### config.mk
export PLATFORM = sky130hd
export DESIGN_NAME = frontend_top
export DESIGN_NICKNAME = d
export VERILOG_FILES = /design/src/hw/insn_pkg.sv /design/src/hw/insn_buffer_if.sv /design/src/hw/fetch_stage.sv /design/src/hw/insn_buffer.sv /design/src/hw/decode_stage.sv /design/src/hw/frontend_top.sv
export VERILOG_INCLUDE_DIRS = /design/src /design/src/hw
export SDC_FILE = /design/constraint.sdc
export NUM_CORES = 1
export LEC_CHECK = 0
export BUFFER_PORTS_ARGS = -buffer_cell sky130_fd_sc_hd__buf_2
export CAP_MARGIN = 25
export CORE_MARGIN = 2
export CORE_UTILIZATION = 45
export CTS_CLUSTER_SIZE = 28
export DETAILED_ROUTE_END_ITERATION = 10
export PLACE_DENSITY_LB_ADDON = 0.05
export SLEW_MARGIN = 30
export SYNTH_ARGS = -nofsm -noshare
export SYNTH_HDL_FRONTEND = slang
export SYNTH_SLANG_ARGS = --single-unit
export TNS_END_PERCENT = 20
### constraint.sdc
create_clock -name clk -period 8.9 [get_ports clk]
set_input_delay 0.89 -clock clk [delete_from_list [all_inputs] [get_ports clk]]
set_output_delay 0.89 -clock clk [all_outputs]
set_load 0.02 [all_outputs]
### src/hw/insn_consts.svh
`ifndef INSN_CONSTS_SVH
`define INSN_CONSTS_SVH

// Width of one RV32 instruction word.
`define INSN_WIDTH 32

// Number of instruction buffer entries.
// Must be a power of two so that the pointers wrap on their own.
`define INSN_BUFFER_DEPTH 8

// Entry and credit counters must be able to hold the full depth.
`define INSN_COUNT_WIDTH 4

`endif

### src/hw/insn_pkg.sv
package insn_pkg;

    // Opcode of the I-type arithmetic group (addi, slti, xori and so on).
    localparam logic [6:0] OPCODE_OP_IMM = 7'b0010011;

    // Register-register layout.
    typedef struct packed {
        logic [6:0] funct7;
        logic [4:0] rs2;
        logic [4:0] rs1;
        logic [2:0] funct3;
        logic [4:0] rd;
        logic [6:0] opcode;
    } r_type_t;

    // Register-immediate layout.
    // The 12-bit immediate overlays funct7 and rs2 of the R layout.
    typedef struct packed {
        logic [11:0] imm;
        logic [4:0]  rs1;
        logic [2:0]  funct3;
        logic [4:0]  rd;
        logic [6:0]  opcode;
    } i_type_t;

    // One instruction word seen through either layout.
    // The opcode, rd, rs1 and funct3 fields sit at the same bits in both views,
    // so decode can take them from whichever view is convenient.
    typedef union packed {
        r_type_t r_view;
        i_type_t i_view;
    } insn_word_u;

endpackage

### src/hw/insn_buffer_if.sv
`timescale 1ns/1ns

// Links the fetch stage, the instruction buffer and the decode stage.
// Fetch writes up to two entries per cycle, decode pops at most one, and
// every pop hands one credit back to fetch in the same cycle.
interface insn_buffer_if;

    // Write side, driven by fetch.
    // write_high is only valid together with write_low.
    logic                 write_low;
    logic                 write_high;
    insn_pkg::insn_word_u write_word_low;
    insn_pkg::insn_word_u write_word_high;

    // One credit per popped entry.
    logic                 credit_return;

    // Read side.
    logic                 read_valid;
    insn_pkg::insn_word_u read_word;
    logic                 pop;

    modport fetch (
        output write_low,
        output write_high,
        output write_word_low,
        output write_word_high,
        input  credit_return
    );

    modport buffer (
        input  write_low,
        input  write_high,
        input  write_word_low,
        input  write_word_high,
        input  pop,
        output credit_return,
        output read_valid,
        output read_word
    );

    modport decode (
        input  read_valid,
        input  read_word,
        output pop
    );

endinterface

### src/hw/fetch_stage.sv
`timescale 1ns/1ns
`include "insn_consts.svh"

module fetch_stage (
    input  logic                 clk,
    input  logic                 arst_n,
    input  logic                 flush,
    input  logic                 fetch_valid_low,
    input  logic                 fetch_valid_high,
    input  insn_pkg::insn_word_u fetch_word_low,
    input  insn_pkg::insn_word_u fetch_word_high,
    output logic                 fetch_ready,
    insn_buffer_if.fetch         wr
);

    // Credits track free buffer entries. The pending pair is charged
    // on the edge where it is written.
    logic [`INSN_COUNT_WIDTH-1:0] credits;
    logic [`INSN_COUNT_WIDTH-1:0] pending_count;
    logic [`INSN_COUNT_WIDTH-1:0] returned;

    logic                 pending_valid_low;
    logic                 pending_valid_high;
    insn_pkg::insn_word_u pending_word_low;
    insn_pkg::insn_word_u pending_word_high;

    logic accept;

    always_comb begin
        pending_count = `INSN_COUNT_WIDTH'(pending_valid_low)
                      + `INSN_COUNT_WIDTH'(pending_valid_high);
        returned      = `INSN_COUNT_WIDTH'(wr.credit_return);
    end

    // A new pair may need two entries on top of whatever is still pending.
    assign fetch_ready = credits >= pending_count + `INSN_COUNT_WIDTH'(2);
    assign accept      = fetch_ready && fetch_valid_low;

    // The pending pair goes straight into the buffer.
    assign wr.write_low       = pending_valid_low;
    assign wr.write_high      = pending_valid_high;
    assign wr.write_word_low  = pending_word_low;
    assign wr.write_word_high = pending_word_high;

    always_ff @(posedge clk or negedge arst_n) begin
        if (!arst_n) begin
            credits            <= `INSN_COUNT_WIDTH'(`INSN_BUFFER_DEPTH);
            pending_valid_low  <= 1'b0;
            pending_valid_high <= 1'b0;
        end else if (flush) begin
            // The buffer empties on this edge as well, so all credits come back.
            credits            <= `INSN_COUNT_WIDTH'(`INSN_BUFFER_DEPTH);
            pending_valid_low  <= 1'b0;
            pending_valid_high <= 1'b0;
        end else begin
            credits            <= credits - pending_count + returned;
            pending_valid_low  <= accept;
            pending_valid_high <= accept && fetch_valid_high;
        end
    end

    always_ff @(posedge clk) begin
        if (accept) begin
            pending_word_low  <= fetch_word_low;
            pending_word_high <= fetch_word_high;
        end
    end

endmodule

### src/hw/insn_buffer.sv
`timescale 1ns/1ns
`include "insn_consts.svh"

module insn_buffer (
    input  logic          clk,
    input  logic          arst_n,
    input  logic          flush,
    insn_buffer_if.buffer bus
);

    localparam int IDX_W = $clog2(`INSN_BUFFER_DEPTH);

    // Source of each entry's next value.
    localparam logic [1:0] SRC_KEEP = 2'd0;
    localparam logic [1:0] SRC_LOW  = 2'd1;
    localparam logic [1:0] SRC_HIGH = 2'd2;

    insn_pkg::insn_word_u entries      [`INSN_BUFFER_DEPTH];
    insn_pkg::insn_word_u next_entries [`INSN_BUFFER_DEPTH];
    logic [1:0]           src_sel      [`INSN_BUFFER_DEPTH];

    logic [IDX_W-1:0] head;
    logic [IDX_W-1:0] tail;
    logic [IDX_W-1:0] tail_plus_one;

    logic [`INSN_COUNT_WIDTH-1:0] count;
    logic [`INSN_COUNT_WIDTH-1:0] write_count;
    logic [`INSN_COUNT_WIDTH-1:0] read_count;

    always_comb begin
        write_count   = `INSN_COUNT_WIDTH'(bus.write_low)
                      + `INSN_COUNT_WIDTH'(bus.write_high);
        read_count    = `INSN_COUNT_WIDTH'(bus.pop);
        tail_plus_one = tail + IDX_W'(1);
    end

    // The low word lands at the tail and the high word right behind it.
    // A high write never comes alone, so no other placement is needed.
    always_comb begin
        for (int i = 0; i < `INSN_BUFFER_DEPTH; i++) begin
            if (bus.write_low && IDX_W'(i) == tail) begin
                src_sel[i] = SRC_LOW;
            end else if (bus.write_high && IDX_W'(i) == tail_plus_one) begin
                src_sel[i] = SRC_HIGH;
            end else begin
                src_sel[i] = SRC_KEEP;
            end
        end
    end

    always_comb begin
        for (int i = 0; i < `INSN_BUFFER_DEPTH; i++) begin
            case (src_sel[i])
                SRC_LOW:  next_entries[i] = bus.write_word_low;
                SRC_HIGH: next_entries[i] = bus.write_word_high;
                default:  next_entries[i] = entries[i];
            endcase
        end
    end

    always_ff @(posedge clk) begin
        for (int i = 0; i < `INSN_BUFFER_DEPTH; i++) begin
            entries[i] <= next_entries[i];
        end
    end

    // Stale entries may remain after a flush; the count alone says what is readable.
    always_ff @(posedge clk or negedge arst_n) begin
        if (!arst_n) begin
            head  <= '0;
            tail  <= '0;
            count <= '0;
        end else if (flush) begin
            head  <= '0;
            tail  <= '0;
            count <= '0;
        end else begin
            head  <= head + IDX_W'(read_count);
            tail  <= tail + IDX_W'(write_count);
            count <= count + write_count - read_count;
        end
    end

    assign bus.read_word     = entries[head];
    assign bus.read_valid    = count != '0;
    // Each pop frees exactly one entry.
    assign bus.credit_return = bus.pop;

endmodule

### src/hw/decode_stage.sv
`timescale 1ns/1ns

module decode_stage (
    input  logic          clk,
    input  logic          arst_n,
    input  logic          flush,
    input  logic          decode_ready,
    insn_buffer_if.decode rd_port,
    output logic          decode_valid,
    output logic          decode_is_imm,
    output logic [6:0]    decode_opcode,
    output logic [4:0]    decode_rd,
    output logic [4:0]    decode_rs1,
    output logic [4:0]    decode_rs2,
    output logic [11:0]   decode_imm
);

    insn_pkg::insn_word_u word;
    logic                 pop;

    assign word = rd_port.read_word;

    // Take a new word when the output register is empty or being drained.
    assign pop         = rd_port.read_valid && (!decode_valid || decode_ready);
    assign rd_port.pop = pop;

    always_ff @(posedge clk or negedge arst_n) begin
        if (!arst_n) begin
            decode_valid <= 1'b0;
        end else if (flush) begin
            decode_valid <= 1'b0;
        end else if (pop) begin
            decode_valid <= 1'b1;
        end else if (decode_ready) begin
            decode_valid <= 1'b0;
        end
    end

    // Both views are read from the same word. rs2 only exists in the R layout
    // and the immediate only in the I layout, while the shared fields are
    // taken from whichever view is at hand.
    always_ff @(posedge clk) begin
        if (pop) begin
            decode_opcode <= word.r_view.opcode;
            decode_rd     <= word.i_view.rd;
            decode_rs1    <= word.r_view.rs1;
            decode_rs2    <= word.r_view.rs2;
            decode_imm    <= word.i_view.imm;
            decode_is_imm <= word.r_view.opcode == insn_pkg::OPCODE_OP_IMM;
        end
    end

endmodule

### src/hw/frontend_top.sv
`timescale 1ns/1ns
`include "insn_consts.svh"

module frontend_top (
    input  logic                   clk,
    input  logic                   arst_n,
    input  logic                   flush,

    // Fetch side: one pair per accepted cycle, the high word is optional.
    input  logic                   fetch_valid_low,
    input  logic [`INSN_WIDTH-1:0] fetch_word_low,
    input  logic                   fetch_valid_high,
    input  logic [`INSN_WIDTH-1:0] fetch_word_high,
    output logic                   fetch_ready,

    // Decode side.
    input  logic                   decode_ready,
    output logic                   decode_valid,
    output logic [6:0]             decode_opcode,
    output logic [4:0]             decode_rd,
    output logic [4:0]             decode_rs1,
    output logic [4:0]             decode_rs2,
    output logic [11:0]            decode_imm,
    output logic                   decode_is_imm
);

    insn_buffer_if buffer_bus ();

    fetch_stage i_fetch (
        .clk              (clk),
        .arst_n           (arst_n),
        .flush            (flush),
        .fetch_valid_low  (fetch_valid_low),
        .fetch_valid_high (fetch_valid_high),
        .fetch_word_low   (fetch_word_low),
        .fetch_word_high  (fetch_word_high),
        .fetch_ready      (fetch_ready),
        .wr               (buffer_bus.fetch)
    );

    insn_buffer i_buffer (
        .clk    (clk),
        .arst_n (arst_n),
        .flush  (flush),
        .bus    (buffer_bus.buffer)
    );

    decode_stage i_decode (
        .clk           (clk),
        .arst_n        (arst_n),
        .flush         (flush),
        .decode_ready  (decode_ready),
        .rd_port       (buffer_bus.decode),
        .decode_valid  (decode_valid),
        .decode_is_imm (decode_is_imm),
        .decode_opcode (decode_opcode),
        .decode_rd     (decode_rd),
        .decode_rs1    (decode_rs1),
        .decode_rs2    (decode_rs2),
        .decode_imm    (decode_imm)
    );

endmodule

# Word level (Yosys, flattened, before mapping)

Memory sizes are Yosys's and may differ from the RTL's.
Index checks and enable logic that the tools add are counted.

$lt $le $gt $ge: 1
$add $sub $neg: 9
Multiplexer cells: 51
Equality and inequality tests: 39
Reduce and logical (&&, ||, !) cells: 31

Operators with widths:

| operator                                       | number |
|---|---|
| one-hot mux 32 bit (2 select lines)            | 8 |
| two-way mux 32 bit                             | 6 |
| OR reduction 32 bit                            | 6 |
| two-way mux 2 bit                              | 16 |
| == test 3 bit (first input constant)           | 8 |
| two-way mux 3 bit                              | 8 |
| logical AND 1 bit                              | 19 |
| == test 2 x 1 -> 1 bit (second input constant) | 8 |
| == test 2 bit (second input constant)          | 8 |
| inequality test 2 bit (second input constant)  | 8 |
| == test 2 x 3 -> 1 bit (first input constant)  | 4 |
| two-way mux 1 bit                              | 11 |
| two-way mux 4 bit                              | 2 |
| == test 7 x 5 -> 1 bit (second input constant) | 1 |
| == test 1 x 3 -> 1 bit (first input constant)  | 2 |
| logical NOT 3 bit                              | 2 |
| adder 4 x 1 -> 4 bit                           | 1 |
| adder 4 x 2 -> 4 bit (second input constant)   | 1 |
| adder 4 bit                                    | 1 |
| greater-or-equal comparator 4 bit              | 1 |
| nonzero test 4 bit                             | 1 |
| subtractor 4 x 1 -> 4 bit                      | 1 |
| subtractor 4 bit                               | 1 |
| adder 3 x 1 -> 3 bit                           | 1 |
| 6 further kinds                                | 6 |

Output and inout bits: 37
Memories kept: 1
Bits in writable memories: 256
Word-level logic and storage cells: 147
Flip-flop bits (word level): 116

Memory list:

| name             | words | bits a word | rd ports | clocked after memory_dff | write ports | line              | source |
|---|---|---|---|---|---|---|---|
| i_buffer.entries | 8     | 32          | 1        | 0                        | 2           | insn_buffer.sv:18 | `` insn_pkg::insn_word_u entries [`INSN_BUFFER_DEPTH]; `` |

# Longest topological paths before layout

Gate-level depths: netlist (run 1).

Depth in word-level cells: 11
Mapped depth: 11

# Cells and area by module

Synthesis (run 1) repeated with hierarchy kept, for this count alone.

Cell total of the unflattened synthesis: 885
Area, all modules: 16763.6 um^2

By module, submodules not included:

| module       | area an instance (um^2) | instances | cells each | seq. area each (um^2) |
|---|---|---|---|---|
| insn_buffer  | 13405.4                 | 1         | 739        | 7937.6 |
| fetch_stage  | 2348.5                  | 1         | 103        | 2073.2 |
| decode_stage | 1009.7                  | 1         | 43         | 925.9 |

# Worst setup path before layout (run 1)

No wires, ideal clock.

Path type: register to register
Start point: register i_buffer.tail[0]
End point: memory i_buffer.entries[7][0] (netlist name), enable pin
Stages on the path, launching flop included: 6
Setup time: 0.455 ns
Path slack: 5.104 ns
Path buffers: 1
Clock period less this slack: 3.796 ns
Arrival: 3.341 ns
Path through: dfrtp_1 clkbuf_1 and2_1 ha_1 nand2b_1 o21ai_0

RTL lines:

| element                | line              | source |
|---|---|---|
| start, declared        | insn_buffer.sv:23 | `logic [IDX_W-1:0] tail;` |
| start signal, assigned | insn_buffer.sv:79 | `tail <= tail + IDX_W'(write_count);` |
| end, declared          | insn_buffer.sv:18 |  |

==> impl_metrics.tcl, run 1 <==
set metrics [dict create \
    combPwrFrac_pct 22.7 \
    cts_root_buf "clkbuf_16" \
    avgSynthCellArea_sq_um 18.8 \
    cts.clk_slew.worst_paths_ns 0.06 \
    start_util_pct 45.8 \
    io_pins 107 \
    syn_nets 905 \
    grt_antenna_before_repair 3 \
    worst-path-max-fanout 15 \
    yosysSeqAreaShare_pct 65.4 \
    grt_max_degree 46 \
    via_per_inst 5.58 \
    crit_start "i_buffer.tail[0]" \
    route.vias.total 7861 \
    drc_errors 0 \
    r2r-end "i_buffer.entries[7][9]" \
    placed_cell_area_sq_um 16400 \
    total_power_mw 4.79 \
    cts_max_level 2 \
    stdcell_area_sq_um 17600 \
    ys_top_cells_by_count "edfxtp_1, mux2_1, mux2_2" \
    num_rows 67 \
    fin_cells 1410 \
    clkPwrFrac_pct 31.4 \
    cts_tree "yes" \
    yosysMostFrequentCell "edfxtp_1" \
    cts_made_buffers 39 \
    dieWidth_um 189 \
    gr-total-overflow 0 \
    die_h_um 189 \
    layout.nets 1020 \
    peakVddDrop_mv 0.279 \
    synthCells 817 \
    grt_use_total_pct 20.7 \
    timing_worst_setup_path_type "reg -> reg" \
    cp_data_required_time_ns 9.16 \
    cts_buffer_depth 3 \
    max_freq_ghz 0.282 \
    ys_seq_elements 337 \
    ys_top_cells_by_area "edfxtp_1, mux2_1, mux4_2" \
    post_cts_buffers 0 \
    seq_power_share_pct 45.9 \
    cts_resized 0 \
    worstSetupEndpointType "register" \
    first_iter_violations 438 \
    worstReg2RegStart "i_buffer.tail[0]" \
    dieArea_sq_um 35600 \
    ctsHoldBuffers 0 \
    grt_pass1_vias 8596 \
    clock_skew_ns 0.0123 \
    rsz0062_at_grt "no" \
    synth_largest_area_cell "edfxtp_1" \
    setup_viol 0 \
    hpwl_mm 20.6 \
    port_buffers 100 \
    async_reset_ff_share_pct 5.04 \
    cp.arrival_ns 3.81 \
    synth_warnings 0 \
    slew_headroom_pct 35.2 \
    area_growth_pct 15.0 \
    power.switching_mw 1.36 \
    ff2ff_setup_slack_ns 5.35 \
    dp_cells 1339 \
    ant_nets 0 \
    synthFlopType "edfxtp_1" \
    yosysTopAreaCellShare_pct 62.6 \
    final_max_slew_viol_count 0 \
    routedWlPerCell_um 25.5 \
    p_sw_share_pct 28.3 \
    grt_pass1_wl_mm 54.0 \
    synth.distinct_cells 42 \
    leakagePower_nw 6.02 \
    cts_sinks 337 \
    tns_ns 0 \
    synth_area_sq_um 15300 \
    core_sq_um 33500 \
    cap_violations 0 \
    dr.pass1.iters 4 \
    reg2reg_depth 7 \
    hold_viol_final 0 \
    min_path_type "in -> async" \
    period_share_pct 39.9 \
    endpoint "i_buffer.entries[7][9]" \
    clk-insertion-delay-late_ns 0.52 \
    p_int_mw 3.44 \
    min_period_ns 3.55 \
    routabilityCongestion 0.742 \
    powerDensity_nw_per_um2 272 \
    tightest_slew_ns 0.973 \
    layout-drive-gt1-share_pct 32.0 \
    drt-total-wl_mm 36.0 \
    synth_edf_count 320 \
    cp-start-kind "register" \
    outcome "finished, final reports clean" \
]
-- power groups by stage --
stage          Sequential [mW]  Clock (mW)  Combinational (mW)
6_report                  2.20        1.51                1.09
5_1_grt                   2.23        1.61                1.18
4_1_cts                   2.20        1.55                1.11
3_5_place_dp              2.24           0                1.10
3_3_place_gp              2.22           0                1.08
2_1_floorplan             2.25           0               0.743
-- layer usage --
layer / up-vias / global-route usage [%] / wire length, um
met5: - / 0 / 27
met4: 4 / 5.53 / 733
met3: 63 / 3.52 / 1770
met2: 200 / 35.6 / 18000
met1: 4097 / 27.2 / 15400
li1: 3497 / - / -
-- cell usage in the layout (no fill, tap or decap), types with 2 or more instances in the layout --
master | Yosys | final
clkinv_2 | 0 | 9
xnor2_1 | 7 | 7
bufinv_16 | 0 | 2
nor3b_1 | 2 | 2
mux4_1 | 2 | 2
buf_2 | 26 | 100
edfxtp_1 | 320 | 320
o21ai_4 | 0 | 3
fa_1 | 3 | 3
clkinv_1 | 0 | 9
dfrtp_2 | 0 | 2
o31ai_4 | 0 | 2
inv_2 | 1 | 2
mux2_2 | 56 | 56
or2_2 | 2 | 2
nand2_1 | 10 | 10
xor2_1 | 4 | 4
clkbuf_1 | 7 | 8
buf_4 | 10 | 22
mux4_2 | 54 | 54
a21o_1 | 2 | 2
and2_1 | 3 | 3
nor2_4 | 0 | 2
mux2i_1 | 3 | 3
dfrtp_1 | 16 | 13
ha_1 | 15 | 15
a21oi_1 | 3 | 3
clkbuf_16 | 0 | 41
o21ai_0 | 6 | 3
o21bai_4 | 0 | 2
mux2_1 | 204 | 204
nor2b_1 | 11 | 11
nand2b_1 | 4 | 4
inv_1 | 9 | 8
nor2_1 | 13 | 11
-- state kept, by name, summed over array words and instances, names as in the netlist --
register	cells
i_decode.decode_rd	5
i_decode.decode_rs1	5
i_decode.decode_imm	12
i_buffer.count	4
i_decode.decode_is_imm	1
i_decode.decode_opcode	7
i_fetch.wr.write_word_high	29
i_buffer.entries	232
i_fetch.wr.write_high	1
i_fetch.wr.write_word_low	29
i_decode.decode_valid	1
i_buffer.head	3
i_buffer.tail	3
i_fetch.credits	4
i_fetch.wr.write_low	1
-- critical path, stage by stage, from the launching register on --
cell and delay (ns):
dfrtp_1 0.54, and2_1 0.29, ha_1 0.37, nand2b_1 0.42
nor2_1 0.08, nand2_1 0.71, buf_4 0.48, mux2_1 0.37
-- logic make-up after synthesis --
logic type	Yosys count	share of synthesized area, %
simple gates	52	1.75
flops	337	65.4
fa+ha+maj	18	1.61
buf+inv	58	2.07
compound gates	21	0.913
mux	320	27.6
xor+xnor	11	0.628
-- layout make-up --
class / count / area (sq um)
Clock inverter: 20 / 139
Antenna cell: 1 / 2.50
Sequential cell: 337 / 10000
Tap cell: 448 / 561
Multi-Input combinational cell: 422 / 5130
Timing Repair Buffer: 122 / 666
Clock buffer: 50 / 1070
Fill cell: 2721 / 15900
Inverter: 10 / 37.5
-- how the worst min path moves through the flow --
stage | endpoint | slack, ns | cells past startpoint
finish | i_buffer.count[0] | 0.30 | 1
global route | i_buffer.tail[2] | 0.31 | 1
CTS | i_buffer.count[0] | 0.29 | 1
detailed placement | i_buffer.tail[2] | 0.62 | 2
global placement | i_decode.decode_valid | 0.57 | 2
floorplan | i_decode.decode_valid | 0.54 | 2
-- metrics by stage --
| stage | hold WS, ns | util, % | setup WS [ns] |
|---|---|---|---|
| final | 0.298 | 52.6 | 5.35 |
| after global routing | 0.308 | 52.6 | 5.15 |
| after CTS | 0.292 | 52.6 | 5.32 |
| after detailed placement | 0.618 | 49.0 | 5.33 |
| after global placement | 0.574 | 49.0 | 5.43 |
| after floorplan | 0.542 | - | 5.10 |
(Power assumes the default switching activity.)
==> inputs of run 2 (changes only) <==
==> constraint.sdc (replaced) <==
create_clock -name clk -period 2.95 [get_ports clk]
set_input_delay 0.295 -clock clk [delete_from_list [all_inputs] [get_ports clk]]
set_output_delay 0.295 -clock clk [all_outputs]
set_load 0.02 [all_outputs]
==> run 2 against run 1 <==
Worst setup slack lost 5.0 ns. Clock skew down 0.0012 ns. Clock power grew to 3.0 times the previous value. Clock-buffer cell count is 2 higher. First-iteration DRC count rose by 19%. Largest cell class unchanged. Sequential power grew to 3.0 times the previous value. Design area is 4.6% higher. Largest power group unchanged. Sequential cell count did not move.
==> impl_metrics.tcl, run 2 (synthesis results as in run 1) <==
set metrics [dict create \
    fin_cells 1485 \
    drt-total-wl_mm 36.8 \
    cp_data_required_time_ns 2.65 \
    setup_viol 0 \
    ff2ff_setup_slack_ns 0.34 \
    top_register "i_buffer.entries" \
    outcome "finished, final reports clean" \
    hold_viol_final 0 \
    cp_top_family "adder cells" \
    die_h_um 189 \
    layout-drive-gt1-share_pct 31.6 \
    min_path_type "in -> reg" \
    largest_reg_flops 232 \
    layout.nets 1099 \
    worstSetupEndpointType "output pin" \
    p_int_mw 10.4 \
    seq_power_share_pct 45.2 \
    leakagePower_nw 6.39 \
    grt_pass1_wl_mm 55.1 \
    placed_cell_area_sq_um 16700 \
    final_max_slew_viol_count 0 \
    clock_skew_ns 0.0111 \
    cts_resized 0 \
    routedWlPerCell_um 24.8 \
    reg2reg_depth 7 \
    crit_top_cell "ha_1" \
    rsz0062_at_grt "no" \
    hold_depth 2 \
    grt_pass1_vias 8909 \
    clkPwrFrac_pct 30.9 \
    first_iter_violations 521 \
    min_period_ns 2.62 \
    hold_end "i_fetch.wr.write_high" \
    io_pins 107 \
    cp-start-kind "register" \
    total_power_mw 14.5 \
    setup_slack_ns 0.331 \
    tightest_slew_ns 0.842 \
    hold_ws_ns 0.0366 \
    cts_max_level 2 \
    core_sq_um 33500 \
    crit_buf_inv 1 \
    tns_ns 0 \
    port_buffers 100 \
    fin_util_pct 55.0 \
    dp_slack_ns 0.337 \
    final_cell_mix "edfxtp_1, mux2_1, buf_2" \
    stdcell_area_sq_um 18400 \
    power.switching_mw 4.10 \
    combPwrFrac_pct 23.8 \
    dieArea_sq_um 35600 \
    cts_buffer_depth 3 \
    r2r-end "i_buffer.entries[6][18]" \
    route.vias.total 8178 \
    clk-insertion-delay-late_ns 0.52 \
    max_freq_ghz 0.382 \
    dr.pass1.iters 4 \
    ant_nets 0 \
    cts.clk_slew.worst_paths_ns 0.06 \
    start_util_pct 45.8 \
    dieWidth_um 189 \
    drc_errors 0 \
    slew_headroom_pct 43.8 \
    area_growth_pct 20.2 \
    max_stage_delay_ns 0.47 \
    dp_cells 1359 \
    powerDensity_nw_per_um2 788 \
    timing_worst_setup_path_type "reg -> out" \
    final_common_cell "edfxtp_1" \
    post_cts_buffers 0 \
    period_share_pct 88.8 \
    worst-path-max-fanout 7 \
    via_per_inst 5.51 \
    routabilityCongestion 0.763 \
    num_rows 67 \
    antenna_cells 0 \
    hpwl_mm 20.7 \
    gr-total-overflow 0 \
    slowest_stage "dfrtp_1" \
    cts_tree "yes" \
    cap_violations 0 \
    peakVddDrop_mv 0.557 \
    grt_use_total_pct 21.2 \
    cp_cell_sequence "ha_1 -> ha_1 -> nor2b_1 -> nor3_1 -> or2_2 -> buf_2" \
    p_sw_share_pct 28.2 \
    cts_root_buf "clkbuf_16" \
    cp.arrival_ns 2.32 \
    cts_sinks 337 \
    hp-start "fetch_valid_high" \
    worstReg2RegStart "i_buffer.tail[1]" \
    grt_antenna_before_repair 0 \
    grt_max_degree 37 \
    cts_made_buffers 39 \
]
==> run 2: changes by cell type in the layout (fill, tap and decap cells not counted), sizes merged <==
cell	delta
clkinv	-4
dlygate4sd3	+59
bufinv	-1
clkbuf	+2
buf	+20
diode	-1
==> run 2: area by class of cell <==
| class | count | area [sq um] |
|---|---|---|
| Clock buffer | 52 | 1100 |
| Clock inverter | 15 | 93.8 |
| Fill cell | 2705 | 15100 |
| Inverter | 10 | 37.5 |
| Multi-Input combinational cell | 422 | 5120 |
| Sequential cell | 337 | 10000 |
| Tap cell | 448 | 561 |
| Timing Repair Buffer | 201 | 1490 |
==> run 2: metal layers <==
layer  vias up  GRT usage, %  share of wire (%)
met2       213          37.9                 53
met5         -             0                  0
met3        70          3.00                4.3
met1      4247          26.9                 41
met4         0          6.19                2.5
li1       3648             -                  -
==> run 2: worst max-delay path by stage <==
stage                          startpoint                             to  slack (ns)  cells past startpoint
finish              i_fetch.wr.write_high                    fetch_ready        0.33                      6
global route        i_fetch.wr.write_high  i_fetch.wr.write_word_low[23]        0.19                      7
CTS                 i_fetch.wr.write_high                    fetch_ready        0.30                      6
detailed placement  i_fetch.wr.write_high  i_fetch.wr.write_word_low[27]        0.34                      7
global placement    i_fetch.wr.write_high  i_fetch.wr.write_word_low[27]        0.36                      7
floorplan               i_buffer.count[2]              i_buffer.count[1]       -0.47                      9
==> run 2: power groups by stage <==
| stage | clock network [mW] | logic (mW) | registers (mW) |
|---|---|---|---|
| 2_1_floorplan | 0 | 2.24 | 6.78 |
| 3_3_place_gp | 0 | 3.40 | 6.64 |
| 3_5_place_dp | 0 | 3.45 | 6.68 |
| 4_1_cts | 4.64 | 3.53 | 6.59 |
| 5_1_grt | 4.83 | 3.74 | 6.67 |
| 6_report | 4.50 | 3.46 | 6.57 |
==> run 2: worst reg2reg max path, stage by stage, from the launching register on <==
cell and delay (ns):
dfrtp_1 0.55, and2_1 0.28, ha_1 0.31, nand2b_1 0.21, buf_4 0.19, nor2_4 0.11, buf_4 0.34, mux2_1 0.37
==> run 2: what timing repair did <==
action                                  in CTS  in global routing
endpoints found under the setup margin       0                  0
hold buffers                                59                  0
hold endpoints to repair                    74                  0
